File: config.mk
export PLATFORM = sky130hd
export DESIGN_NAME = update_capture
export DESIGN_NICKNAME = d
export VERILOG_FILES = /design/src/fe_pkg.sv /design/src/update_capture.sv
export SDC_FILE = /design/constraint.sdc
export NUM_CORES = 1
export LEC_CHECK = 0
export BUFFER_PORTS_ARGS = -buffer_cell sky130_fd_sc_hd__buf_2
export CAP_MARGIN = 20
export CORE_MARGIN = 1
export CORE_UTILIZATION = 42
export DETAILED_ROUTE_END_ITERATION = 16
export GPL_ROUTABILITY_DRIVEN = 0
export PLACE_DENSITY = 0.91
export SYNTH_ARGS = -nofsm -noshare
export SYNTH_HDL_FRONTEND = slang
export SYNTH_SLANG_ARGS = --single-unit
File: constraint.sdc
create_clock -name clk -period 1.5 [get_ports clk]
set_input_delay 0.075 -clock clk [delete_from_list [all_inputs] [get_ports clk]]
set_output_delay 0.075 -clock clk [all_outputs]
set_load 0.01 [all_outputs]
File: src/fe_pkg.sv
// fetch front end definitions
`default_nettype none

package fe_pkg;

  // fetch address and block geometry
  localparam int unsigned addr_w = 16;
  typedef logic [addr_w-1:0] addr_t;

  localparam int unsigned block_bytes = 16;
  localparam int unsigned line_lsb = $clog2(block_bytes);  // 4, low bits always zero

  // target buffer, line from bits 7:4, tag from bits 15:8
  localparam int unsigned tb_lines = 16;
  localparam int unsigned line_w = $clog2(tb_lines);
  localparam int unsigned tag_w = 8;
  localparam int unsigned tag_lsb = addr_w - tag_w;
  typedef logic [line_w-1:0] line_t;
  typedef logic [tag_w-1:0] tag_t;

  localparam int unsigned hist_w = 8;
  typedef logic [hist_w-1:0] hist_t;

  // direction tables, two bits per entry (one per slot)
  localparam int unsigned pred_depth = 256;
  localparam int unsigned pidx_w = $clog2(pred_depth);
  typedef logic [pidx_w-1:0] pidx_t;

  localparam int unsigned n_tables = 3;
  localparam int unsigned idx_hist_bits [n_tables] = '{2, 4, 6};  // tables a, b, c

  localparam int unsigned stack_depth = 8;
  localparam int unsigned sp_w = $clog2(stack_depth);

  typedef enum logic [1:0] {
    kind_cond,
    kind_jump,
    kind_call,
    kind_ret
  } br_kind_t;

  // block address bits above the low history bits
  function automatic pidx_t pred_idx(input addr_t ip, input hist_t h,
                                     input int unsigned hist_bits);
    addr_t blk;
    hist_t low;
    blk = ip >> line_lsb;
    low = h & hist_t'((1 << hist_bits) - 1);
    return pidx_t'(blk << hist_bits) | pidx_t'(low);
  endfunction

endpackage

`default_nettype wire

File: src/update_capture.sv
// retire update capture
`timescale 1ns/1ns
`default_nettype none

module update_capture (
  input  wire                     clk,
  input  wire                     rst,
  input  wire                     upd_valid,
  input  wire                     upd_slot,
  input  wire fe_pkg::addr_t      upd_src_ip,
  input  wire fe_pkg::addr_t      upd_target,
  input  wire fe_pkg::br_kind_t   upd_kind,
  input  wire fe_pkg::hist_t      upd_hist,
  input  wire                     upd_mispred,
  input  wire fe_pkg::addr_t      upd_next_ip,
  output logic                    wr_en,
  output logic                    wr_slot,
  output fe_pkg::line_t           wr_line,
  output fe_pkg::tag_t            wr_tag,
  output fe_pkg::addr_t           wr_target,
  output fe_pkg::br_kind_t        wr_kind,
  output logic                    flip_en,
  output logic                    flip_slot,
  output fe_pkg::pidx_t           flip_idx_a,
  output fe_pkg::pidx_t           flip_idx_b,
  output fe_pkg::pidx_t           flip_idx_c,
  output logic                    redirect_en,
  output fe_pkg::addr_t           redirect_ip,
  output fe_pkg::hist_t           redirect_hist
);
  import fe_pkg::*;

  addr_t src_q;

  always_ff @(posedge clk) begin
    if (rst) begin
      wr_en       <= 1'b0;
      flip_en     <= 1'b0;
      redirect_en <= 1'b0;
    end else begin
      wr_en       <= upd_valid;                // every update rewrites its slot
      flip_en     <= upd_valid && upd_mispred;
      redirect_en <= upd_valid && upd_mispred;
    end
  end

  always_ff @(posedge clk) begin
    if (upd_valid) begin
      src_q         <= upd_src_ip;
      wr_slot       <= upd_slot;
      wr_target     <= upd_target;
      wr_kind       <= upd_kind;
      redirect_ip   <= upd_next_ip;
      redirect_hist <= upd_hist;  // history seen at the branch lookup
    end
  end

  assign wr_line   = src_q[tag_lsb-1:line_lsb];
  assign wr_tag    = src_q[addr_w-1:tag_lsb];
  assign flip_slot = wr_slot;

  // same indexing as the lookup side
  assign flip_idx_a = pred_idx(src_q, redirect_hist, idx_hist_bits[0]);
  assign flip_idx_b = pred_idx(src_q, redirect_hist, idx_hist_bits[1]);
  assign flip_idx_c = pred_idx(src_q, redirect_hist, idx_hist_bits[2]);

endmodule

`default_nettype wire

==> flow_metrics.tcl <==
set metrics [dict create \
    path_buf_inv 1 \
    antenna_left 0 \
    post-route-period-util 0.673 \
    synth_cells 85 \
    p_leak_nw 1.46 \
    crit_required_ns 1.42 \
    die_area_sq_um 4800 \
    die_w_microns 69.3 \
    netlist_area_sq_um 1900 \
    core-area_sq_um 4350 \
    crit_chain "buf_2" \
    yosysSeqAreaShare 0.889 \
    startpoint_type "register" \
    slew-limit-headroom 0.811 \
    worst_pin_slew_ns 0.284 \
    overflow 0 \
    min_path_type "input port to register" \
    syn_area_per_cell_sq_um 22.4 \
    cap_viol_max_count 0 \
    critPathTopFamily "flip-flops" \
    slowest_stage "edfxtp_1" \
    routed_via_density 4.42 \
    start_util 0.437 \
    total_power_mw 3.74 \
    grt_pass1_wl_mm 7.82 \
    post-route-min-period_ns 1.01 \
    syn2layout_area_growth_pct 70.7 \
    power-per-cell-area_nw_per_um2 1150 \
    worst_slack_ns 0.491 \
    crit_fanout 4 \
    rsz0062_at_grt "no" \
    netlist.area_leader.share 0.868 \
    grt_max_degree 58 \
    fin_setup_tns_ns 0 \
    antenna_found_initial 0 \
    io-pin-count 146 \
    numCtsBuffers 9 \
    ctsResizeCount 0 \
    finalMaxSlewViolations 0 \
    grt_util_all_layers 0.229 \
    yosys_warnings 0 \
    cts_tree "built" \
    drtIter0Drc 88 \
    syn-num-nets 148 \
    fmax_ghz 0.991 \
    cts_max_path_buffers 2 \
    synthTopCellsByArea "edfxtp_1 87%, buf_4 10%, dfxtp_1 2.1%" \
    critPathArrivalTime_ns 0.93 \
    vias 1440 \
    die_y_microns 69.3 \
    clk_pin_slew_ns 0.06 \
    wl_mm 5.22 \
    nets 332 \
    drc 0 \
    dpl_worst_slack_ns 0.692 \
    outcome "completed" \
    setup-violations-final 0 \
    wl_per_cell_microns 16.0 \
    rows 24 \
    cts_sinks 57 \
    critPathKind "register to output port" \
    cpPeakStageDelay_ns 0.43 \
    htreeDepth 3 \
    portBuffers 141 \
    hold_viol_final 0 \
    crit_path_end_kind "output port" \
    grt_pass1_vias 1494 \
    ir_drop_mv 0.706 \
    dr.pass1.iters 5 \
    drive_gt1_frac 0.558 \
    diodes 0 \
    clockRootBuffer "clkbuf_8" \
    ys_types 5 \
    ys_ff_latch 57 \
    synth.largest_area_cell "edfxtp_1" \
]
==> Yosys cell counts, drive strengths merged <==
library cell  count
edfxtp           55
buf              26
dfxtp             2
and3b             1
nor2b             1
==> metal layers <==
metal	track usage	up-vias	routed length, microns
li1	-	657	-
met1	0.220	690	1730
met2	0.420	84	3000
met3	0.0828	9	378
met4	0.125	0	113
met5	0	-	0
==> worst paths after layout <==
kind | start | endpoint | slack [ns] | depth (start not counted)
worst min-delay path | upd_valid | redirect_ip[14] | 0.27 | 2
worst max-delay path | src_q[5] | wr_line[1] | 0.49 | 1
==> where the power goes <==
group / internal, mW / leakage, nW / switching [mW]
Combinational: 0.267 / 0.815 / 0.234
Sequential: 1.88 / 0.555 / 0.0465
Clock: 0.748 / 0.0898 / 0.556
==> cell usage in the layout (no fill, tap or decap) <==
cell,instances
and3b_1,1
buf_12,1
buf_2,141
bufinv_16,1
clkbuf_1,2
clkbuf_8,9
clkinv_1,3
clkinv_2,1
dfxtp_1,2
dlygate4sd3_1,57
edfxtp_1,55
nor2b_1,1
==> metrics by stage <==
stage	cells	hold WS, ns	cell area [sq um]	utilization
2_1_floorplan	85	0.147	1900	-
3_3_place_gp	253	0.242	2500	0.574
3_5_place_dp	253	0.253	2500	0.574
4_1_cts	326	0.256	3250	0.745
5_1_grt	326	0.274	3250	0.745
6_report	326	0.274	3250	0.745
==> logic make-up after synthesis <==
kind of cell,count (synthesis),share of synthesized area
buffers and inverters,26,0.103
flip-flops,57,0.889
AND/OR/NAND/NOR,2,0.00790
==> layout make-up <==
cell class / instances / area [sq um]
flip-flops and latches: 57 / 1690
fillers: 270 / 1110
multi-input cells: 2 / 15.0
clock inverters: 5 / 46.3
clock buffers: 11 / 131
well taps: 52 / 65.1
repair buffers: 199 / 1300
==> state kept, by name, summed over array words and instances (netlist names) <==
| register | cells |
|---|---|
| redirect_ip | 16 |
| wr_target | 16 |
| src_q | 12 |
| redirect_hist | 8 |
| wr_kind | 2 |
| flip_slot | 1 |
| redirect_en | 1 |
| wr_en | 1 |
==> repair_timing <==
item	in CTS	in global routing
hold buffers	57	0
endpoints found under the setup margin	0	0
hold endpoints to repair	57	0
buffers inserted	0	0
(Power assumes the default switching activity.)
