[config.mk]
export PLATFORM = sky130hd
export DESIGN_NAME = xor_predictor
export DESIGN_NICKNAME = d
export VERILOG_FILES = /design/src/fe_pkg.sv /design/src/xor_predictor.sv
export SDC_FILE = /design/constraint.sdc
export NUM_CORES = 2
export LEC_CHECK = 0
export BUFFER_PORTS_ARGS = -buffer_cell sky130_fd_sc_hd__buf_2
export CAP_MARGIN = 25
export CORE_UTILIZATION = 28
export DETAILED_ROUTE_END_ITERATION = 8
export GPL_ROUTABILITY_DRIVEN = 0
export PLACE_DENSITY = 0.41
export SKIP_LAST_GASP = 1
export SLEW_MARGIN = 10
export SYNTH_ARGS = -nofsm -noshare
export SYNTH_HDL_FRONTEND = slang
export SYNTH_SLANG_ARGS = --single-unit
[constraint.sdc]
create_clock -name clk -period 3.2 [get_ports clk]
set_input_delay 0.16 -clock clk [delete_from_list [all_inputs] [get_ports clk]]
set_output_delay 0.16 -clock clk [all_outputs]
set_load 0.01 [all_outputs]
[src/fe_pkg.sv]
// fetch front end definitions
`default_nettype none

package fe_pkg;

  // fetch address and block geometry
  localparam int unsigned addr_w = 16;
  typedef logic [addr_w-1:0] addr_t;

  localparam int unsigned block_bytes = 16;
  localparam int unsigned line_lsb = $clog2(block_bytes);  // 4, low bits always zero

  // target buffer, line from bits 7:4, tag from bits 15:8
  localparam int unsigned tb_lines = 16;
  localparam int unsigned line_w = $clog2(tb_lines);
  localparam int unsigned tag_w = 8;
  localparam int unsigned tag_lsb = addr_w - tag_w;
  typedef logic [line_w-1:0] line_t;
  typedef logic [tag_w-1:0] tag_t;

  localparam int unsigned hist_w = 8;
  typedef logic [hist_w-1:0] hist_t;

  // direction tables, two bits per entry (one per slot)
  localparam int unsigned pred_depth = 256;
  localparam int unsigned pidx_w = $clog2(pred_depth);
  typedef logic [pidx_w-1:0] pidx_t;

  localparam int unsigned n_tables = 3;
  localparam int unsigned idx_hist_bits [n_tables] = '{2, 4, 6};  // tables a, b, c

  localparam int unsigned stack_depth = 8;
  localparam int unsigned sp_w = $clog2(stack_depth);

  typedef enum logic [1:0] {
    kind_cond,
    kind_jump,
    kind_call,
    kind_ret
  } br_kind_t;

  // block address bits above the low history bits
  function automatic pidx_t pred_idx(input addr_t ip, input hist_t h,
                                     input int unsigned hist_bits);
    addr_t blk;
    hist_t low;
    blk = ip >> line_lsb;
    low = h & hist_t'((1 << hist_bits) - 1);
    return pidx_t'(blk << hist_bits) | pidx_t'(low);
  endfunction

endpackage

`default_nettype wire

[src/xor_predictor.sv]
// three table xor direction predictor
`timescale 1ns/1ns
`default_nettype none

module xor_predictor (
  input  wire                  clk,
  input  wire                  rst,
  input  wire fe_pkg::addr_t   fetch_ip,
  input  wire fe_pkg::hist_t   hist,
  input  wire                  flip_en,
  input  wire                  flip_slot,
  input  wire fe_pkg::pidx_t   flip_idx_a,
  input  wire fe_pkg::pidx_t   flip_idx_b,
  input  wire fe_pkg::pidx_t   flip_idx_c,
  output logic                 pred_taken0,
  output logic                 pred_taken1
);
  import fe_pkg::*;

  logic [n_tables-1:0][pred_depth-1:0][1:0] tbl;

  pidx_t rd_idx [n_tables];
  pidx_t wr_idx [n_tables];
  logic [n_tables-1:0] bit0;
  logic [n_tables-1:0] bit1;

  assign wr_idx[0] = flip_idx_a;
  assign wr_idx[1] = flip_idx_b;
  assign wr_idx[2] = flip_idx_c;

  for (genvar t = 0; t < n_tables; t++) begin : g_rd
    // longer history, fewer address bits
    assign rd_idx[t] = pred_idx(fetch_ip, hist, idx_hist_bits[t]);
    assign bit0[t]   = tbl[t][rd_idx[t]][0];
    assign bit1[t]   = tbl[t][rd_idx[t]][1];
  end

  assign pred_taken0 = ^bit0;
  assign pred_taken1 = ^bit1;

  always_ff @(posedge clk) begin
    if (rst) begin
      tbl <= '0;
    end else if (flip_en) begin
      for (int t = 0; t < n_tables; t++) begin
        tbl[t][wr_idx[t]][flip_slot] <= ~tbl[t][wr_idx[t]][flip_slot];  // inverts the xor
      end
    end
  end

endmodule

`default_nettype wire
==> impl_metrics.ini <==
[outcome]
status = finished with violations
violations = setup timing

[cells_and_area]
multi_input_area_um2 = 47100
largest-register = tbl
fin_area_um2 = 97300
area_delta_synth_final_pct = 19.1
top_regs = tbl x1536
finalCoreUtilization = 0.337
largest_register_ff_count = 1536
final_nets = 7832
drive_gt1_frac = 0.273
fillCellCount = 29016
seqCellArea_um2 = 30800

[logic_synthesis]
synth_flop_cell = dfxtp_1
synthDistinctLibCells = 68
synth_top_area_frac = 0.376
yosys_warnings = 0
synthArstFlopShare = 0
yosys.area.top_type = dfxtp_1
yosys-top-cells-count = a21oi_1, dfxtp_1, mux4_2
seq_area_frac_synth = 0.376
postSynthCellCount = 7881
syn_area_um2 = 81700
ys_ff_latch = 1536
synth_edf_count = 0
synthTopCellsByArea = dfxtp_1, mux4_2, a21oi_1
synth_area_per_cell_um2 = 10.4
synth_most_common_cell = a21oi_1
synth_nets = 7933

[placement]
dpl_cell_area_um2 = 90500
hpwl_mm = 214
port_buffers = 41

[clocking]
cts.clk_slew.worst_paths_ns = 0.06
cts_htree_levels = 4
cts_tree = done
cts_made_buffers = 190
clkSinkCount = 1536
cts_root_buf = clkbuf_16
clk_latency_ns = 0.89
clockBufferDepth = 4

[floorplanning]
die_x_um = 542
initial_utilization = 0.283
dieHeight_um = 542
dieArea_um2 = 294000
rows = 197
core_area_um2 = 289000
io_pins = 54

[timing]
timing.final.ws_setup_ns = -0.601
period_minus_slack_ns = 3.80
fin_crit_sh = 1.19
finalSetupViolations = 2
drv_slew = 0
fmax_ghz = 0.263
hold_viol_final = 0
rsz0062_at_grt = true
worst_slew_pin_slew_ns = 1.05
relSlewSlack = 0.295
finalClockSkew_ns = 0.0526

[critical_path]
worst_path_max_delay_cell = mux4_2
r2r_start = tbl[843]
r2r_cells = 10
endpoint_kind = output pin
crit_path_max_incr_delay_ns = 0.53
critPathArrivalTime_ns = 3.64
path_max_fanout = 3
required_ns = 3.04
start_kind = flop
worstPathCellList = mux4_2, mux4_2, o21ai_1, a21oi_1, and3_1, nor3_2, buf_6, xnor3_2, buf_6
critPathKind = reg -> out
startpoint = tbl[1079]

[detailed_routing]
wl_per_cell_um = 28.2
drt-initial-drc-count = 7284
avgViaCountPerCell = 6.01
vias = 70950
antenna_left = 0
routed_wl_mm = 333
drc = 0
first_pass_iters = 6

[power]
leakagePower_uw = 0.0293
irDropWorstVdd_v = 0.000457
power_per_cell_area_nw_per_um2 = 466
power_uw = 45300

[global_route]
grt_pass1_vias = 68397
grt_pass1_wl_mm = 491
met1_usage = 0.309
top_usage_layer = met2
use_met3 = 0.0285
use_met2 = 0.353
grt.overflow.total = 0
grt_start_max_net_pins = 142
antenna_found_initial = 12
grt_use_total = 0.220

[worst_hold_path]
hp-class = in -> reg
min_from = flip_idx_c[6]
whs_path_depth = 6

[job]
maxCapViolations = 0
where the power goes:
part           internal (uW)  total (uW)  switching, uW
sequential             19100       19200           17.3
combinational           1380        4260           2880
clock                  12800       21900           9140
total                  33300       45300          12000
path summary, 6_finish.rpt:
path,endpoint,slack (ns)
max reg2reg,tbl[651],0.05
min,tbl[1484],0.07
min reg2reg,tbl[492],0.48
max,pred_taken1,-0.60
cell usage in the layout, fill, tap and decap left out, drive strengths merged, types with 6 or more instances in the layout:
| master | n |
|---|---|
| a21oi | 1578 |
| dfxtp | 1536 |
| mux4 | 846 |
| buf | 796 |
| a211oi | 589 |
| a311oi | 578 |
| nand3 | 349 |
| o21ai | 308 |
| clkbuf | 290 |
| nor2 | 284 |
| nand2 | 114 |
| mux2i | 99 |
| o31a | 97 |
| a22oi | 87 |
| nor2b | 50 |
| nor3 | 36 |
| nand2b | 29 |
| clkinv | 25 |
| nor4 | 24 |
| a221oi | 20 |
| nand4 | 18 |
| o22ai | 18 |
| a22o | 14 |
| nor3b | 14 |
| inv | 12 |
| a31oi | 10 |
| mux2 | 10 |
| and2 | 8 |
| and3 | 8 |
| a2111oi | 8 |
| or3 | 6 |
cell families after synthesis:
logic type / synth area share
simple gates: 0.0557
buf+inv: 0.0581
flops: 0.376
mux: 0.247
compound gates: 0.263
xor+xnor: 0.000490
metal layers:
metal | share of wire | wire, um
met1 | 0.45 | 149000
met5 | 0.00023 | 77
met3 | 0.057 | 19000
met2 | 0.47 | 155000
met4 | 0.030 | 9850
critical path, delay by kind of cell, from the launching register on:
kind	cells	cell delay [ns]
multiplexers	2	1.00
buffers and inverters	2	0.35
XOR/XNOR	1	0.40
AO/OA/AOI/OAI	2	0.22
flip-flops	1	0.32
AND/OR/NAND/NOR	2	0.49
area by class of cell:
cell class / count / area share
sequential: 1536 / 0.316
tap: 3880 / 0.0499
timing repair buffer: 799 / 0.0860
clock buffer: 290 / 0.0593
clock inverter: 41 / 0.00426
multi-input combinational: 5247 / 0.484
antenna: 4 / 0.000103
inverter: 6 / 0.000231
timing repair:
action                                 in CTS  in global routing
setup endpoints to repair                  44                 17
resized for setup                          61                  9
endpoints found under the hold margin     244                  0
hold buffers                                3                  0
pin swaps                                  25                  5
setup buffers                               2                  0
stage by stage:
step	std cells	hold slack [ns]	setup slack (ns)	TNS, ns
after floorplan	7881	0.456	0.0575	0
after global placement	11415	0.468	-1.26	-59.92
after detailed placement	11432	0.476	-1.12	-55.79
after CTS	11767	0.00262	-0.674	-1.34
after global routing	11800	0.0583	-0.701	-1.33
final	11803	0.0651	-0.601	-1.11
Note: power is estimated with default switching activity, not from simulation.
