### config.mk
export PLATFORM = sky130hd
export DESIGN_NAME = next_ip_select
export DESIGN_NICKNAME = d
export VERILOG_FILES = /design/src/fe_pkg.sv /design/src/next_ip_select.sv
export SDC_FILE = /design/constraint.sdc
export NUM_CORES = 1
export LEC_CHECK = 0
export BUFFER_PORTS_ARGS = -buffer_cell sky130_fd_sc_hd__buf_2
export CORE_ASPECT_RATIO = 0.5
export CORE_MARGIN = 1.5
export CORE_UTILIZATION = 35
export CTS_CLUSTER_DIAMETER = 200
export DETAILED_ROUTE_END_ITERATION = 7
export GPL_TIMING_DRIVEN = 0
export PLACE_DENSITY_LB_ADDON = 0.05
export SLEW_MARGIN = 20
export SYNTH_ARGS = -nofsm -noshare
export SYNTH_HDL_FRONTEND = slang
export SYNTH_SLANG_ARGS = --single-unit
export TNS_END_PERCENT = 5
### constraint.sdc
create_clock -name clk -period 2.2 [get_ports clk]
set_clock_uncertainty 0.2 [all_clocks]
set_input_delay 0.55 -clock clk [delete_from_list [all_inputs] [get_ports clk]]
set_output_delay 0.55 -clock clk [all_outputs]
set_load 0.05 [all_outputs]
### src/fe_pkg.sv
// fetch front end definitions
`default_nettype none

package fe_pkg;

  // fetch address and block geometry
  localparam int unsigned addr_w = 16;
  typedef logic [addr_w-1:0] addr_t;

  localparam int unsigned block_bytes = 16;
  localparam int unsigned line_lsb = $clog2(block_bytes);  // 4, low bits always zero

  // target buffer, line from bits 7:4, tag from bits 15:8
  localparam int unsigned tb_lines = 16;
  localparam int unsigned line_w = $clog2(tb_lines);
  localparam int unsigned tag_w = 8;
  localparam int unsigned tag_lsb = addr_w - tag_w;
  typedef logic [line_w-1:0] line_t;
  typedef logic [tag_w-1:0] tag_t;

  localparam int unsigned hist_w = 8;
  typedef logic [hist_w-1:0] hist_t;

  // direction tables, two bits per entry (one per slot)
  localparam int unsigned pred_depth = 256;
  localparam int unsigned pidx_w = $clog2(pred_depth);
  typedef logic [pidx_w-1:0] pidx_t;

  localparam int unsigned n_tables = 3;
  localparam int unsigned idx_hist_bits [n_tables] = '{2, 4, 6};  // tables a, b, c

  localparam int unsigned stack_depth = 8;
  localparam int unsigned sp_w = $clog2(stack_depth);

  typedef enum logic [1:0] {
    kind_cond,
    kind_jump,
    kind_call,
    kind_ret
  } br_kind_t;

  // block address bits above the low history bits
  function automatic pidx_t pred_idx(input addr_t ip, input hist_t h,
                                     input int unsigned hist_bits);
    addr_t blk;
    hist_t low;
    blk = ip >> line_lsb;
    low = h & hist_t'((1 << hist_bits) - 1);
    return pidx_t'(blk << hist_bits) | pidx_t'(low);
  endfunction

endpackage

`default_nettype wire

### src/next_ip_select.sv
// next fetch address select
`timescale 1ns/1ns
`default_nettype none

module next_ip_select #(
  parameter fe_pkg::addr_t INIT_IP = 16'h0100
) (
  input  wire                     clk,
  input  wire                     rst,
  input  wire                     hit0,
  input  wire                     hit1,
  input  wire fe_pkg::br_kind_t   kind0,
  input  wire fe_pkg::br_kind_t   kind1,
  input  wire fe_pkg::addr_t      target0,
  input  wire fe_pkg::addr_t      target1,
  input  wire                     pred_taken0,
  input  wire                     pred_taken1,
  input  wire fe_pkg::addr_t      top_ip,
  input  wire                     redirect_en,
  input  wire fe_pkg::addr_t      redirect_ip,
  input  wire fe_pkg::hist_t      redirect_hist,
  output fe_pkg::addr_t           fetch_ip,
  output fe_pkg::hist_t           hist,
  output logic                    push,
  output fe_pkg::addr_t           push_ip,
  output logic                    pop
);
  import fe_pkg::*;

  logic     take0;
  logic     take1;
  logic     any_taken;
  br_kind_t sel_kind;
  addr_t    sel_target;
  addr_t    fall_ip;
  addr_t    next_ip;
  hist_t    next_hist;

  // unconditional kinds always go
  assign take0 = hit0 && (kind0 != kind_cond || pred_taken0);
  assign take1 = hit1 && (kind1 != kind_cond || pred_taken1);
  assign any_taken = take0 || take1;

  assign sel_kind   = take0 ? kind0 : kind1;  // slot 0 wins
  assign sel_target = take0 ? target0 : target1;
  assign fall_ip    = fetch_ip + addr_t'(block_bytes);

  always_comb begin
    if (any_taken) begin
      next_hist = {hist[hist_w-2:0], 1'b1};
      next_ip   = (sel_kind == kind_ret) ? top_ip : sel_target;
    end else if (hit0 || hit1) begin
      next_hist = {hist[hist_w-2:0], 1'b0};
      next_ip   = fall_ip;
    end else begin
      next_hist = hist;
      next_ip   = fall_ip;
    end
  end

  // stack moves only when the prediction is used
  assign push    = !redirect_en && any_taken && (sel_kind == kind_call);
  assign pop     = !redirect_en && any_taken && (sel_kind == kind_ret);
  assign push_ip = fall_ip;

  always_ff @(posedge clk) begin
    if (rst) begin
      fetch_ip <= INIT_IP;
      hist     <= '0;
    end else if (redirect_en) begin
      fetch_ip <= redirect_ip;
      hist     <= redirect_hist;
    end else begin
      fetch_ip <= next_ip;
      hist     <= next_hist;
    end
  end

endmodule

`default_nettype wire

==> metrics.yaml <==
pwr:
  max-vdd-ir-drop_v: 0.000330
  powerDensity_nw_per_um2: 514
  power_mw: 1.44
  cellLeakagePower_nw: 1.34
worst_setup_path:
  worst_ep_required_time_ns: 1.45
  critical_path.slowest_cell: "o31ai_4"
  cp_top_family: "buffers and inverters"
  cp_cell_sequence: "buf_8 -> o31ai_4 -> buf_6 -> buf_8 -> nand3b_1 -> a211oi_4 -> buf_6"
  timing_worst_setup_path_type: "in2out"
  cp.arrival_ns: 1.66
  critical_path.endpoint_type: "output pin"
  cp.depth: 7
  crit_buf_inv: 4
  start_kind: "input port"
  critPathMaxStageDelay_ns: 0.26
  crit_fanout: 3
  r2r.worst_path.cells: 7
floorplan:
  rows: 17
  dieArea_um2: 5270
  start_util_pct: 37.4
  core_um2: 4510
  io-pin-count: 125
  die_h_um: 52.1
  die_w_um: 101
cells_and_area:
  area_growth_pct: 66.1
  seq_area_um2: 503
  nets: 438
  drive_gt1_share_pct: 50.9
  diodes: 0
  n_fill_cell: 436
  final-instance-count-excl-fill: 418
  multi_input_area_um2: 1250
synth:
  synth_edf_count: 0
  syn_avg_cell_area_um2: 7.70
  yosys-top-cells-area: "dfxtp_1, nand2_1, o211ai_1"
  ys_warn_count: 0
  ys_ff_latch: 24
  async_flop_share_pct: 0
  seq_area_frac_synth_pct: 28.5
  syn-num-nets: 303
  syn_area_um2: 1690
  netlist_instances: 219
  ys.flop_type: "dfxtp_1"
  synth_top_area_share_pct: 28.5
  yosys.area.top_type: "dfxtp_1"
  ys_types: 37
drt:
  viasPerCell: 5.04
  drtAntennaViolNets: 0
  num_vias: 2105
  wire_per_inst_um: 14.3
  dr.pass1.iters: 4
  wirelength_um: 5980
  drt_iter0_markers: 58
  drcViolationCount: 0
clock_tree:
  cts-htree-levels: 1
  cts.reportedPaths.clkPinSlew_ns: 0.08
  root_buffer: "clkbuf_8"
  clk_latency_ns: 0.26
  cts_buffer_depth: 2
  cts.sinks: 24
  cts_tree: "built"
  cts_hold_buf: 0
  cts_buffers: 3
worst_hold_path:
  min_delay_path_depth: 2
  hp-class: "reg2reg"
placement:
  preCtsSetupSlack_ns: -0.505
  gp_congestion: 0.797
  io_buffers: 123
  dp.cells: 408
  place_hpwl_um: 4720
sta:
  hold_ws_ns: 0.325
  drv_slew: 0
  rsz0062_at_grt: "yes"
  worst_slew_pin_slew_ns: 0.531
  final-hold-violation-count: 0
  fin_ws_ns: -0.209
  timing.fmax_mhz: 415
  final-setup-viol-count: 7
  relSlewSlack_pct: 64.6
  fin_crit_sh_pct: 110
  period_minus_slack_ns: 2.41
  fin_tns_setup_ns: -1.01
global_route:
  grt_overflow_total: 0
  grt_pass1_wl_um: 9450
  grt_pass1_vias: 2099
  antenna_found_initial: 0
  grt_max_degree: 20
  grt.total_usage_pct: 23.3
run_status:
  violations: "setup timing"
  outcome: "complete, but fails checks"
run:
  cap_violations: 0
per-stage QoR:
step           instance area (um^2)  utilization [%]
6_report                       2800             62.1
3_5_place_dp                   2550             56.5
5_1_grt                        2800             62.1
4_1_cts                        2720             60.3
2_1_floorplan                  1850                -
3_3_place_gp                   2550             56.5
routing by layer:
| layer | wire length [um] | up-vias | GRT usage (%) | part of all wire [%] |
|---|---|---|---|---|
| met5 | 0 | - | 0 | 0 |
| met4 | 15 | 0 | 3.70 | 0.25 |
| met3 | 387 | 6 | 4.97 | 6.5 |
| met2 | 2890 | 69 | 43.5 | 48 |
| met1 | 2680 | 973 | 28.3 | 45 |
| li1 | - | 1057 | - | - |
registers in the layout, summed over array words and instances, names as in the netlist:
register,count
hist,8
fetch_ip,16
power by group:
group | internal [mW] | leakage [nW] | switching, mW | total, mW
clock | 0.122 | 0.0216 | 0.134 | 0.256
sequential | 0.471 | 0.203 | 0.0481 | 0.519
combinational | 0.249 | 1.11 | 0.415 | 0.665
synth_stat cells, types with 5 or more instances:
library cell   n
nand2_1       42
dfxtp_1       24
nand3_1       19
o211ai_1      13
a21oi_1       11
a211oi_1       9
nand3b_1       9
xnor2_1        9
nor2_1         8
a31oi_1        7
clkbuf_1       7
mux2i_1        7
buf_2          6
buf_4          5
cell usage in the layout, fill, tap and decap left out, types with 3 or more instances in the layout:
cell | netlist | layout
buf_2 | 6 | 114
nand2_1 | 42 | 42
nand3_1 | 19 | 17
dfxtp_1 | 24 | 16
buf_6 | 3 | 15
buf_4 | 5 | 14
o211ai_1 | 13 | 13
a21oi_1 | 11 | 11
nand3b_1 | 9 | 9
nor2_1 | 8 | 8
a211oi_1 | 9 | 8
mux2i_1 | 7 | 7
a31oi_1 | 7 | 7
xnor2_4 | 0 | 6
clkbuf_1 | 7 | 5
dfxtp_4 | 0 | 5
and3_1 | 4 | 4
nand4_1 | 4 | 4
a22oi_1 | 4 | 4
buf_8 | 0 | 3
a32oi_1 | 3 | 3
clkbuf_8 | 0 | 3
dfxtp_2 | 0 | 3
final cells by class:
| class | count | share of cell area [%] |
|---|---|---|
| Multi-Input combinational cell | 171 | 44.7 |
| Inverter | 2 | 0.268 |
| Tap cell | 66 | 2.95 |
| Buffer | 20 | 5.01 |
| Clock buffer | 3 | 1.48 |
| Sequential cell | 24 | 18.0 |
| Timing Repair Buffer | 132 | 27.6 |
cells by family (layout without fill, tap and decap cells):
kind of cell	after synthesis	after routing	synth area share [%]
simple gates	101	101	30.3
compound gates	52	52	22.9
flops	24	24	28.5
buf+inv	24	157	8.24
xor+xnor	10	10	5.20
mux	7	7	4.16
fa+ha+maj	1	1	0.742
worst paths after layout:
check              startpoint           end  slack (ns)
setup / recovery  pred_taken0          push       -0.21
hold / removal        hist[6]       hist[6]        0.32
setup reg to reg  fetch_ip[6]  fetch_ip[15]        0.46
hold reg to reg       hist[6]       hist[6]        0.32
tightest hold or removal path, stage by stage, from the launching register on:
cell      delay (ns)
dfxtp_1         0.33
nor2_1          0.10
a211oi_1        0.05
timing repair:
action                                  in CTS  in global routing
endpoints found under the setup margin      12                 20
resized for setup                           35                 16
pin swaps                                    5                  5
setup buffers                                4                  5
Note: power is estimated with default switching activity, not from simulation.
