--- src/fe_pkg.sv ---
// fetch front end definitions
`default_nettype none

package fe_pkg;

  // fetch address and block geometry
  localparam int unsigned addr_w = 16;
  typedef logic [addr_w-1:0] addr_t;

  localparam int unsigned block_bytes = 16;
  localparam int unsigned line_lsb = $clog2(block_bytes);  // 4, low bits always zero

  // target buffer, line from bits 7:4, tag from bits 15:8
  localparam int unsigned tb_lines = 16;
  localparam int unsigned line_w = $clog2(tb_lines);
  localparam int unsigned tag_w = 8;
  localparam int unsigned tag_lsb = addr_w - tag_w;
  typedef logic [line_w-1:0] line_t;
  typedef logic [tag_w-1:0] tag_t;

  localparam int unsigned hist_w = 8;
  typedef logic [hist_w-1:0] hist_t;

  // direction tables, two bits per entry (one per slot)
  localparam int unsigned pred_depth = 256;
  localparam int unsigned pidx_w = $clog2(pred_depth);
  typedef logic [pidx_w-1:0] pidx_t;

  localparam int unsigned n_tables = 3;
  localparam int unsigned idx_hist_bits [n_tables] = '{2, 4, 6};  // tables a, b, c

  localparam int unsigned stack_depth = 8;
  localparam int unsigned sp_w = $clog2(stack_depth);

  typedef enum logic [1:0] {
    kind_cond,
    kind_jump,
    kind_call,
    kind_ret
  } br_kind_t;

  // block address bits above the low history bits
  function automatic pidx_t pred_idx(input addr_t ip, input hist_t h,
                                     input int unsigned hist_bits);
    addr_t blk;
    hist_t low;
    blk = ip >> line_lsb;
    low = h & hist_t'((1 << hist_bits) - 1);
    return pidx_t'(blk << hist_bits) | pidx_t'(low);
  endfunction

endpackage

`default_nettype wire

--- src/target_buffer.sv ---
// branch target buffer
`timescale 1ns/1ns
`default_nettype none

module target_buffer (
  input  wire                     clk,
  input  wire                     rst,
  input  wire fe_pkg::addr_t      fetch_ip,
  input  wire                     wr_en,
  input  wire                     wr_slot,
  input  wire fe_pkg::line_t      wr_line,
  input  wire fe_pkg::tag_t       wr_tag,
  input  wire fe_pkg::addr_t      wr_target,
  input  wire fe_pkg::br_kind_t   wr_kind,
  output logic                    hit0,
  output logic                    hit1,
  output fe_pkg::br_kind_t        kind0,
  output fe_pkg::br_kind_t        kind1,
  output fe_pkg::addr_t           target0,
  output fe_pkg::addr_t           target1
);
  import fe_pkg::*;

  logic [tb_lines-1:0][1:0] valid;
  tag_t     tag_mem    [tb_lines][2];
  br_kind_t kind_mem   [tb_lines][2];
  addr_t    target_mem [tb_lines][2];

  line_t rd_line;
  tag_t  rd_tag;

  assign rd_line = fetch_ip[tag_lsb-1:line_lsb];
  assign rd_tag  = fetch_ip[addr_w-1:tag_lsb];

  always_ff @(posedge clk) begin
    if (rst) begin
      valid <= '0;
    end else if (wr_en) begin
      valid[wr_line][wr_slot] <= 1'b1;
    end
  end

  always_ff @(posedge clk) begin
    if (wr_en) begin
      tag_mem[wr_line][wr_slot]    <= wr_tag;
      kind_mem[wr_line][wr_slot]   <= wr_kind;
      target_mem[wr_line][wr_slot] <= wr_target;
    end
  end

  // both slots of the line checked in parallel
  assign hit0 = valid[rd_line][0] && (tag_mem[rd_line][0] == rd_tag);
  assign hit1 = valid[rd_line][1] && (tag_mem[rd_line][1] == rd_tag);

  assign kind0   = kind_mem[rd_line][0];
  assign kind1   = kind_mem[rd_line][1];
  assign target0 = target_mem[rd_line][0];
  assign target1 = target_mem[rd_line][1];

endmodule

`default_nettype wire

--- config.mk ---
export PLATFORM = sky130hd
export DESIGN_NAME = target_buffer
export DESIGN_NICKNAME = d
export VERILOG_FILES = /design/src/fe_pkg.sv /design/src/target_buffer.sv
export SDC_FILE = /design/constraint.sdc
export NUM_CORES = 1
export LEC_CHECK = 0
export BUFFER_PORTS_ARGS = -buffer_cell sky130_fd_sc_hd__buf_4
export CAP_MARGIN = 20
export CORE_AREA = 2 2 213 320
export CTS_CLUSTER_DIAMETER = 40
export CTS_CLUSTER_SIZE = 16
export DETAILED_ROUTE_END_ITERATION = 10
export DIE_AREA = 0 0 215 322
export PLACE_DENSITY = 0.78
export SLEW_MARGIN = 20
export SYNTH_ARGS = -nofsm -noshare
export SYNTH_HDL_FRONTEND = slang
export SYNTH_SLANG_ARGS = --single-unit
--- constraint.sdc ---
create_clock -name clk -period 2.65 [get_ports clk]
set_input_delay 0.1325 -clock clk [delete_from_list [all_inputs] [get_ports clk]]
set_output_delay 0.1325 -clock clk [all_outputs]
set_load 0.02 [all_outputs]
==> impl_metrics.env, run 1 <==
export IMPL_drive_gt1_share_pct=33.1
export IMPL_p_per_area_mw_per_mm2=707
export IMPL_row_count=116
export IMPL_initial_utilization_pct=49.5
export IMPL_multi_input_area_sq_mm=0.00717
export IMPL_final_cells=2508
export IMPL_max_freq_mhz=339
export IMPL_cts_path_max_buffers=3
export IMPL_cp_max_fo=1
export IMPL_clkSinkCount=864
export IMPL_syn_inst=1398
export IMPL_grt_pass1_wl_um=110000
export IMPL_numPortBuffers=83
export IMPL_synth_edff_count=832
export IMPL_min_delay_start="wr_line[1]"
export IMPL_io_pins=88
export IMPL_grt_pass1_vias=16600
export IMPL_hp_class="input port to flip-flop"
export IMPL_synth_area_sq_mm=0.0329
export IMPL_overflow=0
export IMPL_synth_seq_cells=864
export IMPL_timing_rr_start="valid[14]$_SDFFE_PP0P_"
export IMPL_critPathRequiredTime_ns=2.52
export IMPL_seq_area_sq_mm=0.0256
export IMPL_die_w_um=215
export IMPL_power_mw=26.6
export IMPL_skew_ns=0
export IMPL_worstSetupPathType="flip-flop to primary output"
export IMPL_detail_route_antenna_nets=0
export IMPL_area_growth_pct=14.4
export IMPL_antenna_found_initial=1
export IMPL_synth_cell_types=31
export IMPL_slowest_delay_ns=0.52
export IMPL_die_height_um=322
export IMPL_p_leak_nw=11.8
export IMPL_crit_top_cell="mux4_2"
export IMPL_holdPathStages=3
export IMPL_yosysWarnings=0
export IMPL_cp_arrival_ns=2.82
export IMPL_max_cap_viol_count=0
export IMPL_rrSetupSlack_ns=2.01
export IMPL_placedCellCount=2372
export IMPL_grt_max_degree=92
export IMPL_clock_latency_ns=0.60
export IMPL_fillers=4700
export IMPL_post_cts_buffers=0
export IMPL_critPathTopFamily="multiplexers"
export IMPL_nets=1633
export IMPL_dr_pass1_iters=6
export IMPL_cts_buffers=67
export IMPL_ir_worst_vdd_v=0.000488
export IMPL_ys_flop_type="edfxtp_1"
export IMPL_dieArea_sq_mm=0.0692
export IMPL_status="finished, violations left"
export IMPL_post_route_min_period_ns=2.95
export IMPL_worstSetupEndpointType="primary output"
export IMPL_cts_tree="yes"
export IMPL_dr_total_vias=15500
export IMPL_drv_slew=0
export IMPL_drtIter0Drc=2054
export IMPL_hold_violations=0
export IMPL_reg2reg_to="valid[14]$_SDFFE_PP0P_"
export IMPL_route_final_wire_length_um=75300
export IMPL_ff2ff_path_depth=2
export IMPL_violations="setup timing"
export IMPL_core_region_area_sq_mm=0.0665
export IMPL_min_to="tag_mem[3][7]$_DFFE_PP_"
export IMPL_layout_setup_ws_ns=-0.298
export IMPL_remaining_drc_errors=0
export IMPL_final_setup_viol_count=2
export IMPL_path_cells="mux4_2, mux4_2, xnor2_2, nand2_2, nor4_4, buf_4"
export IMPL_postSynth_asyncResetShare_pct=0
export IMPL_dp_hpwl_um=39600
export IMPL_clk_pin_slew_ns=0.07
export IMPL_start_kind="flip-flop"
export IMPL_post_drt_wl_per_cell_um=30.0
export IMPL_relSlewSlack_pct=41.7
export IMPL_seq_area_frac_synth_pct=77.9
export IMPL_cp_buffers_inverters=1
export IMPL_gp_congestion=0.771
export IMPL_grt_usage_pct=22.1
export IMPL_drt_vias_per_instance=6.17
export IMPL_synth_nets=1448
export IMPL_slowest_stage="mux4_2"
export IMPL_avgSynthCellArea_sq_um=23.5
export IMPL_final_core_util_pct=56.6
export IMPL_htreeDepth=3
export IMPL_cts_root_buffer="clkbuf_16"
export IMPL_period_share_pct=111
export IMPL_worst_pin_slew_ns=0.875
export IMPL_rsz0062_at_grt="true"
-- registers in the layout, indices dropped and copies added, names as in the netlist --
name and flops:
tag_mem 256, kind_mem 64, target_mem 512, valid 32
-- final cells by class --
type / count / area share [%]
Clock inverter: 12 / 0.412
Timing Repair Buffer: 186 / 4.34
Clock buffer: 95 / 5.10
Multi-Input combinational cell: 463 / 19.1
Tap cell: 885 / 2.94
Antenna cell: 2 / 0.0133
Inverter: 1 / 0.00998
Sequential cell: 864 / 68.1
-- cell usage in the layout, fill, tap and decap left out, drive strengths merged, types with 3 or more instances in the layout --
cell type and instances:
dlygate4sd3 27, xnor2 15, buf 159, nand2 14, clkbuf 95, edfxtp 832
a22oi 5, nor2b 6, xor2 6, bufinv 3, dfxtp 32, nand3 14
o21ai 3, nor2 100, mux2i 31, clkinv 6, inv 4, mux4 252
-- worst max path at each step --
stage,from,endpoint,cells past startpoint,slack (ns)
final,tag_mem[5][13]$_DFFE_PP_,hit0,6,-0.30
after global routing,tag_mem[14][1]$_DFFE_PP_,hit1,7,-0.41
after CTS,tag_mem[14][1]$_DFFE_PP_,hit1,7,-0.34
after detailed placement,fetch_ip[4],hit0,8,0.02
after global placement,fetch_ip[4],hit0,8,0.04
after floorplan,fetch_ip[4],hit1,9,0.40
-- synth_stat cells (all sizes together) (3+ instances only) --
library cell    n  area [sq um]
a22oi           5          37.5
buf            42           264
clkbuf         28           105
dfxtp          32           641
edfxtp        832         25000
mux2i          31           310
mux4          252          5680
nand2          14          52.6
nand3          14          70.1
nor2          100           375
nor2b           6          37.5
o21ai           3          15.0
xnor2          15           131
xor2            6          52.6
-- worst register-to-register path: stages (launching register included) --
cell	delay, ns
dfxtp_1	0.33
nor2_1	0.14
nor2_1	0.06
-- per-stage QoR --
stage	area, sq um	worst slack [ns]	hold slack (ns)	TNS [ns]
after floorplan	32900	0.401	0.205	0
after global placement	35200	0.0355	0.442	0
after detailed placement	35200	0.0187	0.460	0
after CTS	37600	-0.344	0.363	-0.654
after global routing	37600	-0.406	0.391	-0.747
final	37600	-0.298	0.360	-0.578
-- kinds of logic after synthesis --
logic type      share of synthesized area, %
simple gates                            1.86
xor+xnor                               0.559
mux                                     18.2
buf+inv                                 1.13
compound gates                         0.331
flops                                   77.9
-- layer usage --
metal  up-vias  GRT usage [%]  wire [um]
met5         -              0          0
met4         0           7.39       2250
met3       157           3.43       5590
met2       805           38.7      39700
met1      8274           28.4      27700
li1       6232              -          -
-- what timing repair did --
action | in CTS | in global routing
endpoints found under the hold margin | 864 | 0
resized for setup | 2 | 6
hold buffers | 27 | 0
endpoints found under the setup margin | 2 | 6
gates cloned | 0 | 0
pin swaps | 0 | 2
-- where the power goes --
group / total [mW] / leakage (nW) / switching, mW / internal (mW)
combinational: 1.61 / 3.07 / 0.905 / 0.707
sequential: 15.2 / 7.75 / 0.0463 / 15.1
clock: 9.83 / 1.01 / 4.48 / 5.35
total: 26.6 / 11.8 / 5.43 / 21.2
No activity file was read; power rests on OpenSTA's default activity.
==> run 2: changes to the inputs <==
--- a/config.mk
+++ b/config.mk
@@ -13,6 +13,7 @@
 export DETAILED_ROUTE_END_ITERATION = 10
 export DIE_AREA = 0 0 215 322
 export PLACE_DENSITY = 0.78
+export RECOVER_POWER = 50
 export SLEW_MARGIN = 20
 export SYNTH_ARGS = -nofsm -noshare
 export SYNTH_HDL_FRONTEND = slang
==> impl_metrics.env, run 2 (synthesis results as in run 1) <==
export IMPL_post_drt_wl_per_cell_um=30.0
export IMPL_regMostFlops="target_mem"
export IMPL_grt_max_degree=92
export IMPL_grt_usage_pct=22.1
export IMPL_drtIter0Drc=2064
export IMPL_grt_pass1_wl_um=110000
export IMPL_route_final_wire_length_um=75200
export IMPL_ir_worst_vdd_v=0.000488
export IMPL_hp_class="input port to flip-flop"
export IMPL_dr_total_vias=15500
export IMPL_rsz0062_at_grt="true"
export IMPL_clockPowerShare_pct=36.9
export IMPL_slowest_stage="mux4_2"
export IMPL_violations="capacitance limit, slew limit, setup timing"
export IMPL_max_freq_mhz=341
export IMPL_crit_top_cell="mux4_2"
export IMPL_p_leak_nw=11.7
export IMPL_swShare_pct=20.4
export IMPL_dp_slack_ns=0.0187
export IMPL_nets=1633
export IMPL_antenna_found_initial=1
export IMPL_skew_ns=0
export IMPL_final_core_util_pct=56.3
export IMPL_tns_ns=-0.555
export IMPL_cts_tree="yes"
export IMPL_cp_max_fo=1
export IMPL_core_region_area_sq_mm=0.0665
export IMPL_layout_commonest_cell="edfxtp_1"
export IMPL_p_sw_mw=5.42
export IMPL_dieArea_sq_mm=0.0692
export IMPL_row_count=116
export IMPL_critPathRequiredTime_ns=2.52
export IMPL_area_growth_pct=13.9
export IMPL_cts_path_max_buffers=3
export IMPL_p_per_area_mw_per_mm2=710
export IMPL_hold_violations=0
export IMPL_numPortBuffers=83
export IMPL_worstSetupPathType="flip-flop to primary output"
export IMPL_dp_hpwl_um=39600
export IMPL_fillers=4734
export IMPL_clkSinkCount=864
export IMPL_drt_vias_per_instance=6.18
export IMPL_final_setup_viol_count=2
export IMPL_period_share_pct=111
export IMPL_overflow=0
export IMPL_clk_pin_slew_ns=0.07
export IMPL_clock_latency_ns=0.60
export IMPL_post_cts_buffers=0
export IMPL_dr_pass1_iters=5
export IMPL_slowest_delay_ns=0.52
export IMPL_cp_arrival_ns=2.80
export IMPL_grt_pass1_vias=16600
export IMPL_drive_gt1_share_pct=31.4
export IMPL_worst_pin_slew_ns=1.61
export IMPL_initial_utilization_pct=49.5
export IMPL_p_seq_share_pct=57.1
export IMPL_whs_ns=0.368
export IMPL_worstSetupEndpointType="primary output"
export IMPL_path_cells="mux4_2, mux4_2, xnor2_2, nand2_2, nor4_4, buf_4"
export IMPL_layout_setup_ws_ns=-0.281
export IMPL_io_pins=88
export IMPL_htreeDepth=3
export IMPL_die_height_um=322
export IMPL_cts_root_buffer="clkbuf_16"
export IMPL_drv_slew=244
export IMPL_largest_reg_flops=512
export IMPL_die_w_um=215
export IMPL_detail_route_antenna_nets=0
export IMPL_remaining_drc_errors=0
export IMPL_relSlewSlack_pct=-7.46
export IMPL_cts_buffers=67
export IMPL_gp_congestion=0.771
export IMPL_start_kind="flip-flop"
export IMPL_status="finished, violations left"
export IMPL_largest_registers="target_mem: 512 flops, tag_mem: 256 flops, kind_mem: 64 flops"
export IMPL_power_frac_comb_pct=6.0
export IMPL_max_cap_viol_count=9
export IMPL_layout_common_cells="832 x edfxtp_1, 252 x mux4_2, 114 x buf_4"
export IMPL_power_mw=26.6
export IMPL_post_route_min_period_ns=2.93
export IMPL_power_internal_mw=21.2
run 2: changes by cell type in the layout (fill, tap and decap cells not counted), sizes merged:
cell    before  now
diode        2    1
clkbuf      95  127
buf        159  127
run 2: what timing repair did:
action / CTS / global route
hold endpoints to repair: 864 / 0
setup endpoints to repair: 2 / 6
hold buffers: 27 / 0
resized for setup: 2 / 6
pin swaps: 0 / 2
run 2: power by group through the flow:
| stage | sequential [mW] | combinational, mW | clock, mW |
|---|---|---|---|
| finish | 15.2 | 1.59 | 9.82 |
| floorplan | 15.4 | 0.899 | 0 |
| global route | 15.2 | 1.68 | 10.4 |
| global placement | 15.4 | 1.52 | 0 |
| CTS | 15.2 | 1.62 | 9.95 |
| detailed placement | 15.5 | 1.57 | 0 |
run 2: per-layer routing:
metal | routed length (um) | track usage (%)
met3 | 5710 | 3.43
met4 | 2390 | 7.39
met1 | 27400 | 28.4
met2 | 39700 | 38.7
met5 | 0 | 0
run 2: final timing paths:
path | depth (start not counted) | slack [ns] | from | end
setup reg to reg | 2 | 2.00 | valid[14]$_SDFFE_PP0P_ | valid[14]$_SDFFE_PP0P_
hold reg to reg | 2 | 0.48 | valid[19]$_SDFFE_PP0P_ | valid[19]$_SDFFE_PP0P_
setup / recovery | 6 | -0.28 | tag_mem[5][13]$_DFFE_PP_ | hit0
hold / removal | 3 | 0.37 | wr_line[1] | tag_mem[3][7]$_DFFE_PP_
run 2: layout make-up:
type | instances | area [sq um] | area share [%]
Sequential cell | 864 | 25600 | 68.4
Multi-Input combinational cell | 463 | 7160 | 19.1
Clock buffer | 95 | 1920 | 5.12
Timing Repair Buffer | 186 | 1480 | 3.95
Tap cell | 885 | 1110 | 2.96
Clock inverter | 12 | 155 | 0.414
Inverter | 1 | 3.75 | 0.0100
Antenna cell | 1 | 2.50 | 0.00668
run 2: worst max-delay path: cells and delay by family (launching register included):
family / cells / cell delay (ns)
xor+xnor: 1 / 0.15
buf+inv: 1 / 0.21
flops: 1 / 0.40
mux: 2 / 1.01
simple gates: 2 / 0.43
run 2: metrics by stage:
stage / cell area (sq um) / instances
final: 37500 / 2507
after global placement: 35200 / 2372
after CTS: 37600 / 2506
after global routing: 37500 / 2507
after detailed placement: 35200 / 2372
after floorplan: 32900 / 1398
